File: src/common/vga_text_pkg.sv
`default_nettype none

package vga_text_pkg;

    // --------------------------------------------------
    // video timing, 640x480 at the pixel clock
    // --------------------------------------------------
    localparam int H_ACTIVE = 640;
    localparam int H_FRONT  = 16;
    localparam int H_SYNC   = 96;
    localparam int H_BACK   = 48;
    localparam int H_TOTAL  = H_ACTIVE + H_FRONT + H_SYNC + H_BACK;  // 800

    localparam int V_ACTIVE = 480;
    localparam int V_FRONT  = 10;
    localparam int V_SYNC   = 2;
    localparam int V_BACK   = 33;
    localparam int V_TOTAL  = V_ACTIVE + V_FRONT + V_SYNC + V_BACK;  // 525

    // --------------------------------------------------
    // tile geometry
    // --------------------------------------------------
    localparam int GLYPH_W        = 8;
    localparam int GLYPH_H        = 16;
    localparam int N_COLS         = H_ACTIVE / GLYPH_W;               // 80
    localparam int N_ROWS         = V_ACTIVE / GLYPH_H;               // 30
    localparam int CHARS_PER_WORD = 4;
    localparam int TEXT_WORDS     = N_COLS * N_ROWS / CHARS_PER_WORD; // 600

    // word address map of the bus
    localparam int FONT_BASE   = 'h000;
    localparam int FONT_WORDS  = 2048;  // 128 codes x 16 rows
    localparam int TEXT_BASE   = 'h800;
    localparam int COLOR_BASE  = 'hC00;
    localparam int COLOR_WORDS = 6;     // r bg, r fg, g bg, g fg, b bg, b fg

    localparam logic [3:0] COLOR_BG_RST = 4'h0;  // black background
    localparam logic [3:0] COLOR_FG_RST = 4'hF;  // white glyphs

    typedef logic [9:0]  coord_t;      // raster counter / position
    typedef logic [3:0]  color_t;      // one colour channel
    typedef logic [6:0]  char_code_t;
    typedef logic [7:0]  glyph_row_t;  // bit 7 is the leftmost pixel
    typedef logic [9:0]  text_addr_t;
    typedef logic [27:0] text_word_t;  // four packed codes, lane 0 in 6:0
    typedef logic [10:0] font_addr_t;  // {code, glyph row}
    typedef logic [11:0] wb_adr_t;
    typedef logic [31:0] wb_dat_t;

endpackage

`default_nettype wire
File: src/verilog/vga_bus_regs.sv
`timescale 1ns/1ps
`default_nettype none

module vga_bus_regs
    import vga_text_pkg::*;
(
    input  wire logic       clk_i,
    input  wire logic       rst_n_i,
    // wishbone classic slave
    input  wire logic       wb_cyc_i,
    input  wire logic       wb_stb_i,
    input  wire logic       wb_we_i,
    input  wb_adr_t         wb_adr_i,
    input  wire logic [3:0] wb_sel_i,
    input  wb_dat_t         wb_dat_i,
    output wb_dat_t         wb_dat_o,
    output logic            wb_ack_o,
    // text buffer port
    output logic            text_we_o,
    output logic [3:0]      text_be_o,
    output text_addr_t      text_addr_o,
    output text_word_t      text_wdata_o,
    input  text_word_t      text_rdata_i,
    // font write port
    output logic            font_we_o,
    output font_addr_t      font_addr_o,
    output glyph_row_t      font_wdata_o,
    // colour registers
    output color_t          red_bg_o,
    output color_t          red_fg_o,
    output color_t          green_bg_o,
    output color_t          green_fg_o,
    output color_t          blue_bg_o,
    output color_t          blue_fg_o
);

    // --------------------------------------------------
    // address decode
    // --------------------------------------------------
    logic    cyc_start;  // first cycle of a bus access
    logic    in_font, in_text, in_color;
    wb_adr_t text_off, color_off;

    assign cyc_start = wb_cyc_i && wb_stb_i && !wb_ack_o;
    assign text_off  = wb_adr_i - wb_adr_t'(TEXT_BASE);
    assign color_off = wb_adr_i - wb_adr_t'(COLOR_BASE);
    assign in_font   = wb_adr_i < wb_adr_t'(FONT_BASE + FONT_WORDS);
    assign in_text   = (wb_adr_i >= wb_adr_t'(TEXT_BASE)) && (text_off < wb_adr_t'(TEXT_WORDS));
    assign in_color  = (wb_adr_i >= wb_adr_t'(COLOR_BASE)) && (color_off < wb_adr_t'(COLOR_WORDS));

    // memory strobes, high only in the start cycle so writes land as ack rises
    assign text_we_o    = cyc_start && wb_we_i && in_text;
    assign text_be_o    = wb_sel_i;  // one enable per character
    assign text_addr_o  = text_off[9:0];  // also the bus read index
    assign text_wdata_o = {wb_dat_i[30:24], wb_dat_i[22:16], wb_dat_i[14:8], wb_dat_i[6:0]};

    assign font_we_o    = cyc_start && wb_we_i && in_font;
    assign font_addr_o  = wb_adr_i[10:0];
    assign font_wdata_o = wb_dat_i[7:0];  // sel ignored

    // --------------------------------------------------
    // colour registers and ack
    // --------------------------------------------------
    color_t     color_q [COLOR_WORDS];
    logic       rd_text_q, rd_color_q;  // region latched at cycle start
    logic [2:0] rd_idx_q;

    always_ff @(posedge clk_i or negedge rst_n_i) begin
        if (!rst_n_i) begin
            wb_ack_o   <= 1'b0;
            rd_text_q  <= 1'b0;
            rd_color_q <= 1'b0;
            for (int i = 0; i < COLOR_WORDS; i++) begin
                color_q[i] <= (i % 2 == 0) ? COLOR_BG_RST : COLOR_FG_RST;  // even = background
            end
        end else begin
            wb_ack_o <= cyc_start;  // no wait states
            if (cyc_start) begin
                rd_text_q  <= in_text;
                rd_color_q <= in_color;
                if (wb_we_i && in_color) begin
                    color_q[color_off[2:0]] <= wb_dat_i[3:0];
                end
            end
        end
    end

    always_ff @(posedge clk_i) begin
        if (cyc_start) begin
            rd_idx_q <= color_off[2:0];
        end
    end

    assign red_bg_o   = color_q[0];
    assign red_fg_o   = color_q[1];
    assign green_bg_o = color_q[2];
    assign green_fg_o = color_q[3];
    assign blue_bg_o  = color_q[4];
    assign blue_fg_o  = color_q[5];

    // read mux, text codes come back with bit 7 of each byte at zero
    always_comb begin
        wb_dat_o = '0;  // font and unmapped read zero
        if (rd_text_q) begin
            wb_dat_o = {1'b0, text_rdata_i[27:21], 1'b0, text_rdata_i[20:14],
                        1'b0, text_rdata_i[13:7],  1'b0, text_rdata_i[6:0]};
        end else if (rd_color_q) begin
            wb_dat_o = wb_dat_t'(color_q[rd_idx_q]);
        end
    end

endmodule

`default_nettype wire

File: config.mk
export PLATFORM = sky130hd
export DESIGN_NAME = vga_bus_regs
export DESIGN_NICKNAME = d
export VERILOG_FILES = /design/src/common/vga_text_pkg.sv /design/src/verilog/vga_bus_regs.sv
export SDC_FILE = /design/constraint.sdc
export NUM_CORES = 1
export LEC_CHECK = 0
export ABC_AREA = 0
export BUFFER_PORTS_ARGS = -buffer_cell sky130_fd_sc_hd__clkbuf_2
export CAP_MARGIN = 20
export CORE_MARGIN = 2
export CORE_UTILIZATION = 35
export DETAILED_ROUTE_END_ITERATION = 16
export HOLD_SLACK_MARGIN = 0.05
export PLACE_DENSITY_LB_ADDON = 0.12
export SETUP_SLACK_MARGIN = 0.1
export SLEW_MARGIN = 5
export SYNTH_ARGS = -nofsm -noshare
export SYNTH_HDL_FRONTEND = slang
export SYNTH_SLANG_ARGS = --single-unit
export TNS_END_PERCENT = 50
File: constraint.sdc
create_clock -name clk_i -period 2.1 [get_ports clk_i]
set_clock_uncertainty 0.1 [all_clocks]
set_input_delay 0.42 -clock clk_i [delete_from_list [all_inputs] [get_ports clk_i]]
set_output_delay 0.42 -clock clk_i [all_outputs]
set_load 0.02 [all_outputs]
# Yosys cells after proc, flatten, opt, wreduce, memory -nomap -nowiden
# Index checks and enable logic that the tools add are counted.
[word_totals]
out_inout_bits = 120
ff_bits = 30
input_bits = 81
[classes]
muxes = 8
n_bitwise = 2
magnitude_cmp = 8
n_addsub = 2
n_reduce_logical = 11
[ops]
columns = ["operator", "n"]
rows = [
  ["$mux W31", 1],
  ["$bwmux W24", 1],
  ["$ge A12 B12 Y1 const B", 2],
  ["$sub A12 B12 Y12 const B", 2],
  ["$mux W4", 4],
  ["$bmux W4 S3", 1],
  ["$demux W4 S3", 1],
  ["$lt A12 B10 Y1 const B", 1],
  ["$lt A12 B12 Y1 const B", 1],
  ["$lt A12 B3 Y1 const B", 1],
  ["$logic_and A1 B1 Y1", 9],
  ["$ge A4 B4 Y1 const B", 2],
  ["$not A3 Y4", 2],
  ["$lt A4 B1 Y1 const B", 1],
  ["$reduce_and A2 Y1", 1],
  ["$logic_not A1 Y1", 1],
]

# Logic depth before layout (Yosys ltp)
# Gate-level depths: netlist (run 1).
[depth]
depth_word = 7
ltp_mapped = 5

# Least setup slack after synthesis (run 1)
# OpenSTA, ideal clock, no wires.
[synth_path]
path_kind = "register to output"
from = "register wb_ack_o"
to = "output port text_we_o"
setup_slack_ps = 69
path_stages_with_launch = 5
arrival_time_ps = 1511
required_time_ps = 1580
path_buffers = 0
path_cell_list = "dfrtp_1 -> or2_2 -> inv_1 -> nand2_1 -> nor3_1"
[synth_via]
elab_chain_cells = 4
[synth_rtl]
columns = ["element", "line", "text"]
rows = [
  ["start, declared", "vga_bus_regs.sv:17", "output logic wb_ack_o,"],
  ["start signal, assigned", "vga_bus_regs.sv:77", "wb_ack_o <= cyc_start;"],
  ["$logic_not A1 Y1", "vga_bus_regs.sv:44", "assign cyc_start = wb_cyc_i && wb_stb_i && !wb_ack_o;"],
  ["$logic_and A1 B1 Y1", "vga_bus_regs.sv:44", ""],
  ["via cyc_start", "vga_bus_regs.sv:40", "logic cyc_start;"],
  ["$logic_and A1 B1 Y1 (2 in series)", "vga_bus_regs.sv:52", "assign text_we_o = cyc_start && wb_we_i && in_text;"],
  ["end, declared", "vga_bus_regs.sv:19", "output logic text_we_o,"],
]
# The timed path passes the listed nets, and every way through them passes these cells.

# Worst setup path after layout (run 1)
[layout_path]
from = "register rd_idx_q[0]"
to = "output port wb_dat_o[3]"
[layout_via]
elab_chain_cells = 6
[layout_rtl]
columns = ["element", "line", "text"]
rows = [
  ["start, declared", "vga_bus_regs.sv:66", "logic [2:0] rd_idx_q;"],
  ["start signal, assigned", "vga_bus_regs.sv:90", "rd_idx_q <= color_off[2:0];"],
  ["$not A3 Y4 (implied by the code)", "vga_bus_regs.sv:108", "wb_dat_o = wb_dat_t'(color_q[rd_idx_q]);"],
  ["$bmux W4 S3", "vga_bus_regs.sv:108", ""],
  ["$mux W4 (implied by the code) (2 in series)", "vga_bus_regs.sv:108", ""],
  ["$mux W4", "vga_bus_regs.sv:107", "end else if (rd_color_q) begin"],
  ["$mux W31", "vga_bus_regs.sv:104", "if (rd_text_q) begin"],
  ["end, declared", "vga_bus_regs.sv:16", "output wb_dat_t wb_dat_o,"],
]
# Every way passes these cells. The select of a mux whose other input is x is not followed.

==> results of run 1 <==
stage by stage:
step | utilization | cell area (um2) | power (uW)
CTS | 0.436 | 2580 | 1350
finish | 0.441 | 2610 | 1340
global placement | 0.417 | 2470 | 902
global route | 0.441 | 2610 | 1410
floorplan | - | 2150 | 886
detailed placement | 0.417 | 2470 | 902
registers in the layout, indices dropped and copies added (netlist names):
name	count
blue_bg_o	4
blue_fg_o	4
green_bg_o	4
green_fg_o	4
rd_color_q	1
rd_idx_q	3
rd_text_q	1
red_bg_o	4
red_fg_o	4
wb_ack_o	1
cells in the final DEF, fill, tap and decap left out, types with 2 or more instances in the layout:
master and n:
edfxtp_1 3, clkbuf_2 127, and2_1 24, dfstp_2 12
o21ai_1 3, nor3_2 2, and4b_1 2, dfrtp_1 15
nand4_1 2, mux2_1 4, clkbuf_8 5, nand2_1 12
mux4_2 4, clkbuf_1 3, mux2i_1 4, nor2_1 9
nand2b_1 4, conb_1 4, a21oi_2 4, inv_1 2
mux2_2 20, buf_4 14
Yosys cell counts, types with 3 or more instances:
master / instances
dfrtp_1: 15
and2_1: 24
mux4_2: 4
buf_4: 65
mux2_1: 4
clkbuf_1: 3
o21ai_0: 5
mux2_2: 20
a21oi_1: 4
mux2i_1: 4
dfstp_2: 12
nand2b_1: 4
edfxtp_1: 3
nor2_1: 9
nand2_1: 12
power by group:
group,internal (uW),switching (uW),leakage (uW)
clock,235,205,0.0000395
sequential,594,4.61,0.000360
combinational,110,190,0.00100
layout make-up:
type	instances	area, um2
clock buffer	8	80.1
fill	597	3310
inverter	2	7.51
multi-input combinational	109	878
sequential	30	781
tap	75	93.8
timing repair buffer	143	772
worst max-delay path, cell delays in order, from the launching register on:
cell and delay (ns):
edfxtp_1 0.39, buf_12 0.13, mux4_2 0.51, a21oi_2 0.13
o21ai_1 0.09, buf_4 0.16
kinds of logic after synthesis:
logic type / Yosys count / synth area share
AOI/OAI and AO/OA: 13 / 0.0370
buffers and inverters: 71 / 0.240
DFF: 30 / 0.366
muxes: 32 / 0.188
other: 1 / 0.00176
and+or+nand+nor: 60 / 0.168
how the worst min path moves through the flow:
stage / slack (ns) / cells after the start / from / end
global route: 0.14 / 1 / rst_n_i / red_bg_o[0]
CTS: 0.1 / 1 / rst_n_i / wb_ack_o
global placement: 0.38 / 2 / rd_color_q / rd_color_q
detailed placement: 0.38 / 2 / rd_color_q / rd_color_q
floorplan: 0.02 / 0 / rst_n_i / blue_bg_o[0]
finish: 0.08 / 1 / rst_n_i / green_bg_o[2]
timing repair:
item / 4_1_cts / 5_1_grt
pin swaps: 3 / 2
gates cloned: 0 / 0
setup endpoints to repair: 5 / 5
buffers inserted: 1 / 1
resized for setup: 13 / 8
layer usage:
metal | vias up | global-route usage | part of all wire
li1 | 802 | - | -
met1 | 763 | 0.214 | 0.42
met2 | 74 | 0.266 | 0.48
met3 | 11 | 0.0495 | 0.085
met4 | 0 | 0.0517 | 0.012
met5 | - | 0 | 0
==> out/metrics.yaml, run 1 <==
detailed_routing:
  vias: 1650
  wl_per_cell_um: 15.3
  drt_iter0_markers: 36
  drt_wl_total_um: 5620
  ant_nets: 0
  dr.pass1.iters: 4
  via_per_inst: 4.50
  drc_errors: 0
place:
  place_congestion: 0.726
  preCtsSetupSlack_ns: 0.0432
  dp_hpwl_um: 4560
  dp_cells: 357
  portBuffers: 132
die:
  initial_core_util: 0.360
  io_pins: 201
  die_h_um: 82.1
  dieWidth_um: 82.1
  rows: 28
  design.core.area_um2: 5920
  die_area_um2: 6740
critical_path:
  crit_required_ns: 1.58
  endpoint: "wb_dat_o[3]"
  r2r-end: "blue_bg_o[2]"
  r2r_start: "wb_ack_o"
  end_kind: "primary output"
  crit_start: "rd_idx_q[0]"
  critPathLaunchType: "flop"
  ff2ff_path_depth: 5
  regToRegSetupSlack_ns: 0.27
  cp_max_fo: 4
  critPathKind: "reg -> out"
  arrival_ns: 1.70
final_layout:
  fin_cells: 367
  drive_gt1_frac: 0.664
  areaGrowthSynthToFinish_pct: 22.5
  nNetsFinal: 372
  antennaDiodeCount: 0
synthesis:
  synth_seq_cells: 30
  synth_top_area_frac: 0.229
  synth_edf_count: 3
  seq_area_frac_synth: 0.366
  syn_area_um2: 2130
  yosysWarningCount: 0
  synth_top_area_cell: "buf_4"
  async_flop_share: 0.900
  ys.flop_type: "dfrtp_1"
  synth_area_per_cell_um2: 10.3
  synth_cell_type_count: 31
  synth_cells: 207
  synth.area.top_cells: "buf_4, dfrtp_1, dfstp_2, mux2_2, and2_1"
pwr:
  p_leak_uw: 0.00140
  ir_drop_mv: 0.346
  p_per_area_nw_per_um2: 512
clock_tree:
  cts-root-buf: "clkbuf_8"
  cts.path.max_buffers: 2
  htree_levels: 2
  cts_made_buffers: 5
  cts_tree: "built"
  cts_hold_buf: 0
  clkLatencyLatePin_ns: 0.28
  cts.clk_slew.worst_paths_ns: 0.06
  clock_sinks: 30
grt:
  grt_max_degree: 30
  antenna_found_initial: 0
  track_usage: 0.166
  grt_pass1_vias: 1563
  grt_pass1_wl_um: 8190
  gr-total-overflow: 0
flow_run:
  max_cap_violations: 0
sta:
  fin_crit_ns: 2.22
  setup_viol_count_final: 4
  tns_ns: -0.449
  finalWorstSetupSlack_ns: -0.120
  worstMarginPinSlew_ns: 0.698
  slew_headroom: 0.535
  drv_slew: 0
  hold_violations: 0
  finalCritPeriodShare: 1.06
  worst_hold_slack_ns: 0.0804
  rsz0062_at_grt: "true"
  fmax_ghz: 0.450
worst_hold_path:
  hold_class: "in -> async"
outcome:
  violations: "setup timing"
  status: "complete, but fails checks"
Note: power is estimated with default switching activity, not from simulation.
==> run 2: changes to the inputs <==
--- a/config.mk
+++ b/config.mk
@@ -13,7 +13,7 @@
 export DETAILED_ROUTE_END_ITERATION = 16
 export HOLD_SLACK_MARGIN = 0.05
 export PLACE_DENSITY_LB_ADDON = 0.12
-export SETUP_SLACK_MARGIN = 0.1
+export SETUP_SLACK_MARGIN = 0.4
 export SLEW_MARGIN = 5
 export SYNTH_ARGS = -nofsm -noshare
 export SYNTH_HDL_FRONTEND = slang
==> run 2 against run 1 <==
Compared with the run above: the flow still finishes with violations (setup timing); final cell count rose by 2.2%; sequential cell count did not move; clock power grew 7.5%; core utilization increased by 6.2 points; largest power group unchanged; sequential share of layout area decreased by 3.7 points; combinational power increased by 17%; routed wire length rose by 7.7%; fmax rose by 0.44%; largest cell class unchanged; sequential power about the same.
==> out/metrics.yaml, run 2 (synthesis gave the netlist of run 1 again) <==
grt:
  gr-total-overflow: 0  # unchanged
  grt_pass1_wl_um: 8620  # was 8190 um
  grt_pass1_vias: 1621  # was 1563
  track_usage: 0.177  # was 0.166
  antenna_found_initial: 0  # unchanged
  grt_max_degree: 30  # unchanged
die:
  design.core.area_um2: 5920  # unchanged
  die_area_um2: 6740  # unchanged
  die_h_um: 82.1  # unchanged
  dieWidth_um: 82.1  # unchanged
  rows: 28  # unchanged
  initial_core_util: 0.360  # unchanged
  io_pins: 201  # unchanged
sta:
  worstMarginPinSlew_ns: 0.688  # was 0.698 ns
  rsz0062_at_grt: "true"  # unchanged
  setup_viol_count_final: 4  # unchanged
  finalCritPeriodShare: 1.05  # was 1.06
  fmax_ghz: 0.452  # was 0.450 GHz
  fin_crit_ns: 2.21  # was 2.22 ns
  slew_headroom: 0.541  # was 0.535
  drv_slew: 0  # unchanged
  finalWorstSetupSlack_ns: -0.110  # was -0.120 ns
  hold_violations: 0  # unchanged
critical_path:
  crit_cells: 5  # unchanged
  cp_top_family: "multiplexers"  # unchanged
  cpMostUsedCell: "buf_6"
  cp_max_fo: 3  # was 4
  ff2ff_path_depth: 7  # was 5
  critPathKind: "reg -> out"  # unchanged
  max_stage_delay_ns: 0.54  # was 0.51 ns
  path_cells: "buf_6, mux4_2, a21oi_2, o21ai_2, buf_6"  # was buf_12, mux4_2, a21oi_2, o21ai_1, buf_4
  cpMaxStageDelayCell: "mux4_2"  # unchanged
  crit_buf_inv: 2  # unchanged
  crit_required_ns: 1.58  # about the same
  critPathLaunchType: "flop"  # unchanged
  arrival_ns: 1.69  # was 1.70 ns
  end_kind: "primary output"  # unchanged
detailed_routing:
  vias: 1669  # was 1650
  drt_iter0_markers: 45  # was 36
  ant_nets: 0  # unchanged
  dr.pass1.iters: 4  # unchanged
  wl_per_cell_um: 16.2  # was 15.3 um
  via_per_inst: 4.45  # was 4.50
  drc_errors: 0  # unchanged
  drt_wl_total_um: 6060  # was 5620 um
place:
  placed_cell_area_um2: 2550  # was 2470 um2
  portBuffers: 132  # unchanged
  dp_cells: 360  # was 357
  dp_hpwl_um: 4770  # was 4560 um
  place_congestion: 0.738  # was 0.726
final_layout:
  finish.utilization: 0.503  # was 0.441
  layout_common_cells: "clkbuf_2, mux2_4, and2_1"  # was clkbuf_2, and2_1, mux2_2
  drive_gt1_frac: 0.733  # was 0.664
  areaGrowthSynthToFinish_pct: 39.6  # was 22.5%
  final_common_cell: "clkbuf_2"  # unchanged
  nNetsFinal: 380  # was 372
  fin_cells: 375  # was 367
  postLayoutCellArea_um2: 2980  # was 2610 um2
  antennaDiodeCount: 0  # unchanged
clock_tree:
  cts.path.max_buffers: 2  # unchanged
  cts-root-buf: "clkbuf_8"  # unchanged
  clkLatencyLatePin_ns: 0.28  # about the same
  htree_levels: 2  # unchanged
  cts_tree: "built"  # unchanged
  cts.clk_slew.worst_paths_ns: 0.06  # about the same
  clock_sinks: 30  # unchanged
  cts_made_buffers: 5  # unchanged
  cts_hold_buf: 0  # unchanged
outcome:
  violations: "setup timing"  # unchanged
  status: "complete, but fails checks"  # unchanged
pwr:
  p_leak_uw: 0.00153  # was 0.00140 uW
  p_per_area_nw_per_um2: 478  # was 512 nW/um2
  ir_drop_mv: 0.373  # was 0.346 mV
flow_run:
  max_cap_violations: 0  # unchanged
worst_hold_path:
  hold_class: "in -> async"  # unchanged
==> run 2: cell types whose count changed in the layout (fill, tap and decap cells not counted), moves of 2 or more <==
cell	before	now
buf_2	0	2
buf_6	1	20
buf_8	0	2
clkbuf_1	3	1
clkbuf_2	127	110
clkbuf_8	5	8
mux2_1	4	0
mux2_2	20	0
mux2_4	0	24
nor2_1	9	5
nor2_4	0	4
o21ai_1	3	0
o21ai_2	1	4
==> run 2: path summary, 6_finish.rpt <==
path | endpoint | slack [ns] | from
max | wb_dat_o[2] | -0.11 | rd_idx_q[0]
min | blue_bg_o[0] | 0.07 | rst_n_i
max reg2reg | red_fg_o[3] | 0.24 | wb_ack_o
min reg2reg | rd_color_q | 0.39 | rd_color_q
max in group asynchronous | red_bg_o[2] | 1.39 | rst_n_i
min in group clk_i | rd_idx_q[1] | 0.38 | wb_adr_i[1]
==> run 2: final cells by class <==
class	instances	area, um2
multi-input cells	109	1030
fillers	579	2940
inverters	2	10.0
clock buffers	7	86.3
repair buffers	151	968
flip-flops and latches	30	781
clock inverters	1	5.00
well taps	75	93.8
==> run 2: worst register-to-register path, cell delays in order (launching register included) <==
cell,delay [ns]
dfrtp_1,0.39
buf_6,0.12
and4b_1,0.27
nand4_1,0.20
buf_4,0.22
nor2_4,0.08
buf_6,0.13
mux2_4,0.30
==> run 2: power by group <==
group          leakage [uW]  internal (uW)  switching, uW
sequential         0.000360            594           5.31
clock             0.0000482            264            209
combinational       0.00112            147            204
total               0.00153           1010            419
==> run 2: metrics by stage <==
stage / hold slack [ns] / setup TNS, ns / total power [uW] / setup slack, ns
final: 0.0747 / -0.394 / 1420 / -0.110
after global routing: 0.109 / -0.680 / 1500 / -0.189
after detailed placement: 0.384 / 0 / 914 / 0.0367
after CTS: 0.0812 / -0.449 / 1420 / -0.124
after global placement: 0.373 / 0 / 914 / 0.0347
after floorplan: 0.0244 / 0 / 893 / 0.297
==> run 2: timing repair <==
item                       4_1_cts  5_1_grt
gates resized for setup         40       61
pin swaps                        9       13
setup endpoints to repair       46       53
buffers inserted                 6        1
==> run 2: routing by layer <==
layer	GRT usage	up-vias	routed length, um
li1	-	814	-
met5	0	-	0
met3	0.0626	11	489
met4	0.0450	0	65
met2	0.275	74	2830
met1	0.235	770	2670
==> run 3: changes to the inputs <==
--- a/config.mk
+++ b/config.mk
@@ -8,7 +8,7 @@
 export ABC_AREA = 0
 export BUFFER_PORTS_ARGS = -buffer_cell sky130_fd_sc_hd__clkbuf_2
 export CAP_MARGIN = 20
-export CORE_MARGIN = 2
+export CORE_MARGIN = 5
 export CORE_UTILIZATION = 35
 export DETAILED_ROUTE_END_ITERATION = 16
 export HOLD_SLACK_MARGIN = 0.05
==> run 3 against run 2 <==
Compared with the run above: the run still ends with setup timing left; highest routed layer unchanged; global-route usage fell by 3.5 points; largest power group unchanged; largest cell class unchanged; fmax down 0.48%; critical endpoint is now wb_dat_o[1]; sequential cell count stayed put.
==> out/metrics.yaml, run 3 (synthesis gave the netlist of run 1 again) <==
place:
  portBuffers: 132  # unchanged
  place_congestion: 0.763  # was 0.738
  dp_hpwl_um: 4710  # was 4770 um
  dp_cells: 359  # was 360
sta:
  fmax_ghz: 0.450  # was 0.452 GHz
  worst_hold_slack_ns: 0.0730  # was 0.0747 ns
  worstMarginPinSlew_ns: 0.674  # was 0.688 ns
  fin_crit_ns: 2.22  # was 2.21 ns
  hold_violations: 0  # unchanged
  finalWorstSetupSlack_ns: -0.121  # was -0.110 ns
  setup_viol_count_final: 4  # unchanged
  finalCritPeriodShare: 1.06  # was 1.05
  rsz0062_at_grt: "true"  # unchanged
  slew_headroom: 0.551  # was 0.541
  tns_ns: -0.470  # was -0.394 ns
  drv_slew: 0  # unchanged
final_layout:
  antennaDiodeCount: 0  # unchanged
  drive_gt1_frac: 0.720  # was 0.733
  finish.utilization: 0.478  # was 0.503
  fillers: 565  # was 579
  fin_cells: 371  # was 375
  final_common_cell: "clkbuf_2"  # unchanged
  layout_common_cells: "clkbuf_2, and2_1, mux2_4"  # was clkbuf_2, mux2_4, and2_1
  nNetsFinal: 376  # was 380
  areaGrowthSynthToFinish_pct: 32.7  # was 39.6%
pwr:
  p_leak_uw: 0.00149  # was 0.00153 uW
  fin_total_pwr_uw: 1380  # was 1420 uW
  ir_drop_mv: 0.398  # was 0.373 mV
  p_per_area_nw_per_um2: 487  # was 478 nW/um2
clock_tree:
  clkLatencyLatePin_ns: 0.27  # was 0.28 ns
  cts-root-buf: "clkbuf_8"  # unchanged
  cts.path.max_buffers: 2  # unchanged
  htree_levels: 2  # unchanged
  cts_hold_buf: 0  # unchanged
  clock_sinks: 30  # unchanged
  cts_made_buffers: 5  # unchanged
  cts.clk_slew.worst_paths_ns: 0.06  # about the same
  cts_tree: "built"  # unchanged
die:
  die_area_um2: 7760  # was 6740 um2
  design.core.area_um2: 5920  # unchanged
  io_pins: 201  # unchanged
  die_h_um: 88.1  # was 82.1 um
  initial_core_util: 0.360  # unchanged
  rows: 28  # unchanged
  dieWidth_um: 88.1  # was 82.1 um
detailed_routing:
  drt_wl_total_um: 5760  # was 6060 um
  ant_nets: 0  # unchanged
  wl_per_cell_um: 15.5  # was 16.2 um
  vias: 1670  # was 1669
  drc_errors: 0  # unchanged
  via_per_inst: 4.50  # was 4.45
  drt_iter0_markers: 28  # was 45
  dr.pass1.iters: 3  # was 4
grt:
  grt_max_degree: 30  # unchanged
  gr-total-overflow: 0  # unchanged
  track_usage: 0.142  # was 0.177
  antenna_found_initial: 0  # unchanged
  grt_pass1_wl_um: 8450  # was 8620 um
  grt_pass1_vias: 1702  # was 1621
outcome:
  violations: "setup timing"  # unchanged
  status: "complete, but fails checks"  # unchanged
critical_path:
  critPathLaunchType: "flop"  # unchanged
  cp_max_fo: 5  # was 3
  path_cells: "buf_12, mux4_2, a21oi_2, o21ai_2, clkbuf_2"  # was buf_6, mux4_2, a21oi_2, o21ai_2, buf_6
  max_stage_delay_ns: 0.53  # was 0.54 ns
  critPathKind: "reg -> out"  # unchanged
  arrival_ns: 1.70  # was 1.69 ns
  cpMaxStageDelayCell: "mux4_2"  # unchanged
  crit_required_ns: 1.58  # about the same
  end_kind: "primary output"  # unchanged
flow_run:
  max_cap_violations: 0  # unchanged
worst_hold_path:
  hold_class: "in -> async"  # unchanged
## run 3: final timing paths
check,start,depth (start not counted),slack (ns),end
worst max-delay path,rd_idx_q[0],5,-0.12,wb_dat_o[1]
worst min-delay path,rst_n_i,1,0.07,green_bg_o[3]
worst max register to register,wb_ack_o,6,0.29,blue_fg_o[1]
worst min register to register,rd_color_q,2,0.38,rd_color_q
max in group asynchronous,rst_n_i,1,1.39,green_bg_o[1]
min in group clk_i,wb_adr_i[0],1,0.38,rd_idx_q[0]
## run 3: area by class of cell
| type | count | area [um2] | area share |
|---|---|---|---|
| clock buffer | 7 | 86.3 | 0.0305 |
| sequential | 30 | 781 | 0.276 |
| clock inverter | 1 | 5.00 | 0.00177 |
| tap | 75 | 93.8 | 0.0332 |
| multi-input combinational | 109 | 1010 | 0.358 |
| inverter | 2 | 10.0 | 0.00354 |
| timing repair buffer | 147 | 842 | 0.298 |
## run 3: power breakdown
group	leakage (uW)	total [uW]	internal [uW]	switching, uW
Clock	0.0000482	462	264	199
Combinational	0.00108	316	123	193
Sequential	0.000360	600	594	5.41
## run 3: worst max-delay path: cells and delay by family (launching register included)
family	cells	cell delay [ns]
DFF	1	0.38
muxes	1	0.53
AOI/OAI and AO/OA	2	0.24
buffers and inverters	2	0.28
## run 3: through the flow
step	area [um2]	setup slack, ns
6_report	2830	-0.121
5_1_grt	2830	-0.194
4_1_cts	2780	-0.132
3_5_place_dp	2540	0.0486
3_3_place_gp	2540	0.0530
2_1_floorplan	2210	0.297
## run 3: timing repair
| action | in CTS | in global routing |
|---|---|---|
| pin swaps | 6 | 7 |
| endpoints found under the setup margin | 50 | 50 |
| resized for setup | 30 | 17 |
| buffers inserted | 3 | 1 |
## run 3: routing by layer
layer	GRT usage	wire (um)	vias up
met4	0.0453	103	0
met2	0.251	2990	68
li1	-	-	805
met5	0	0	-
met1	0.169	2230	778
met3	0.0367	436	19
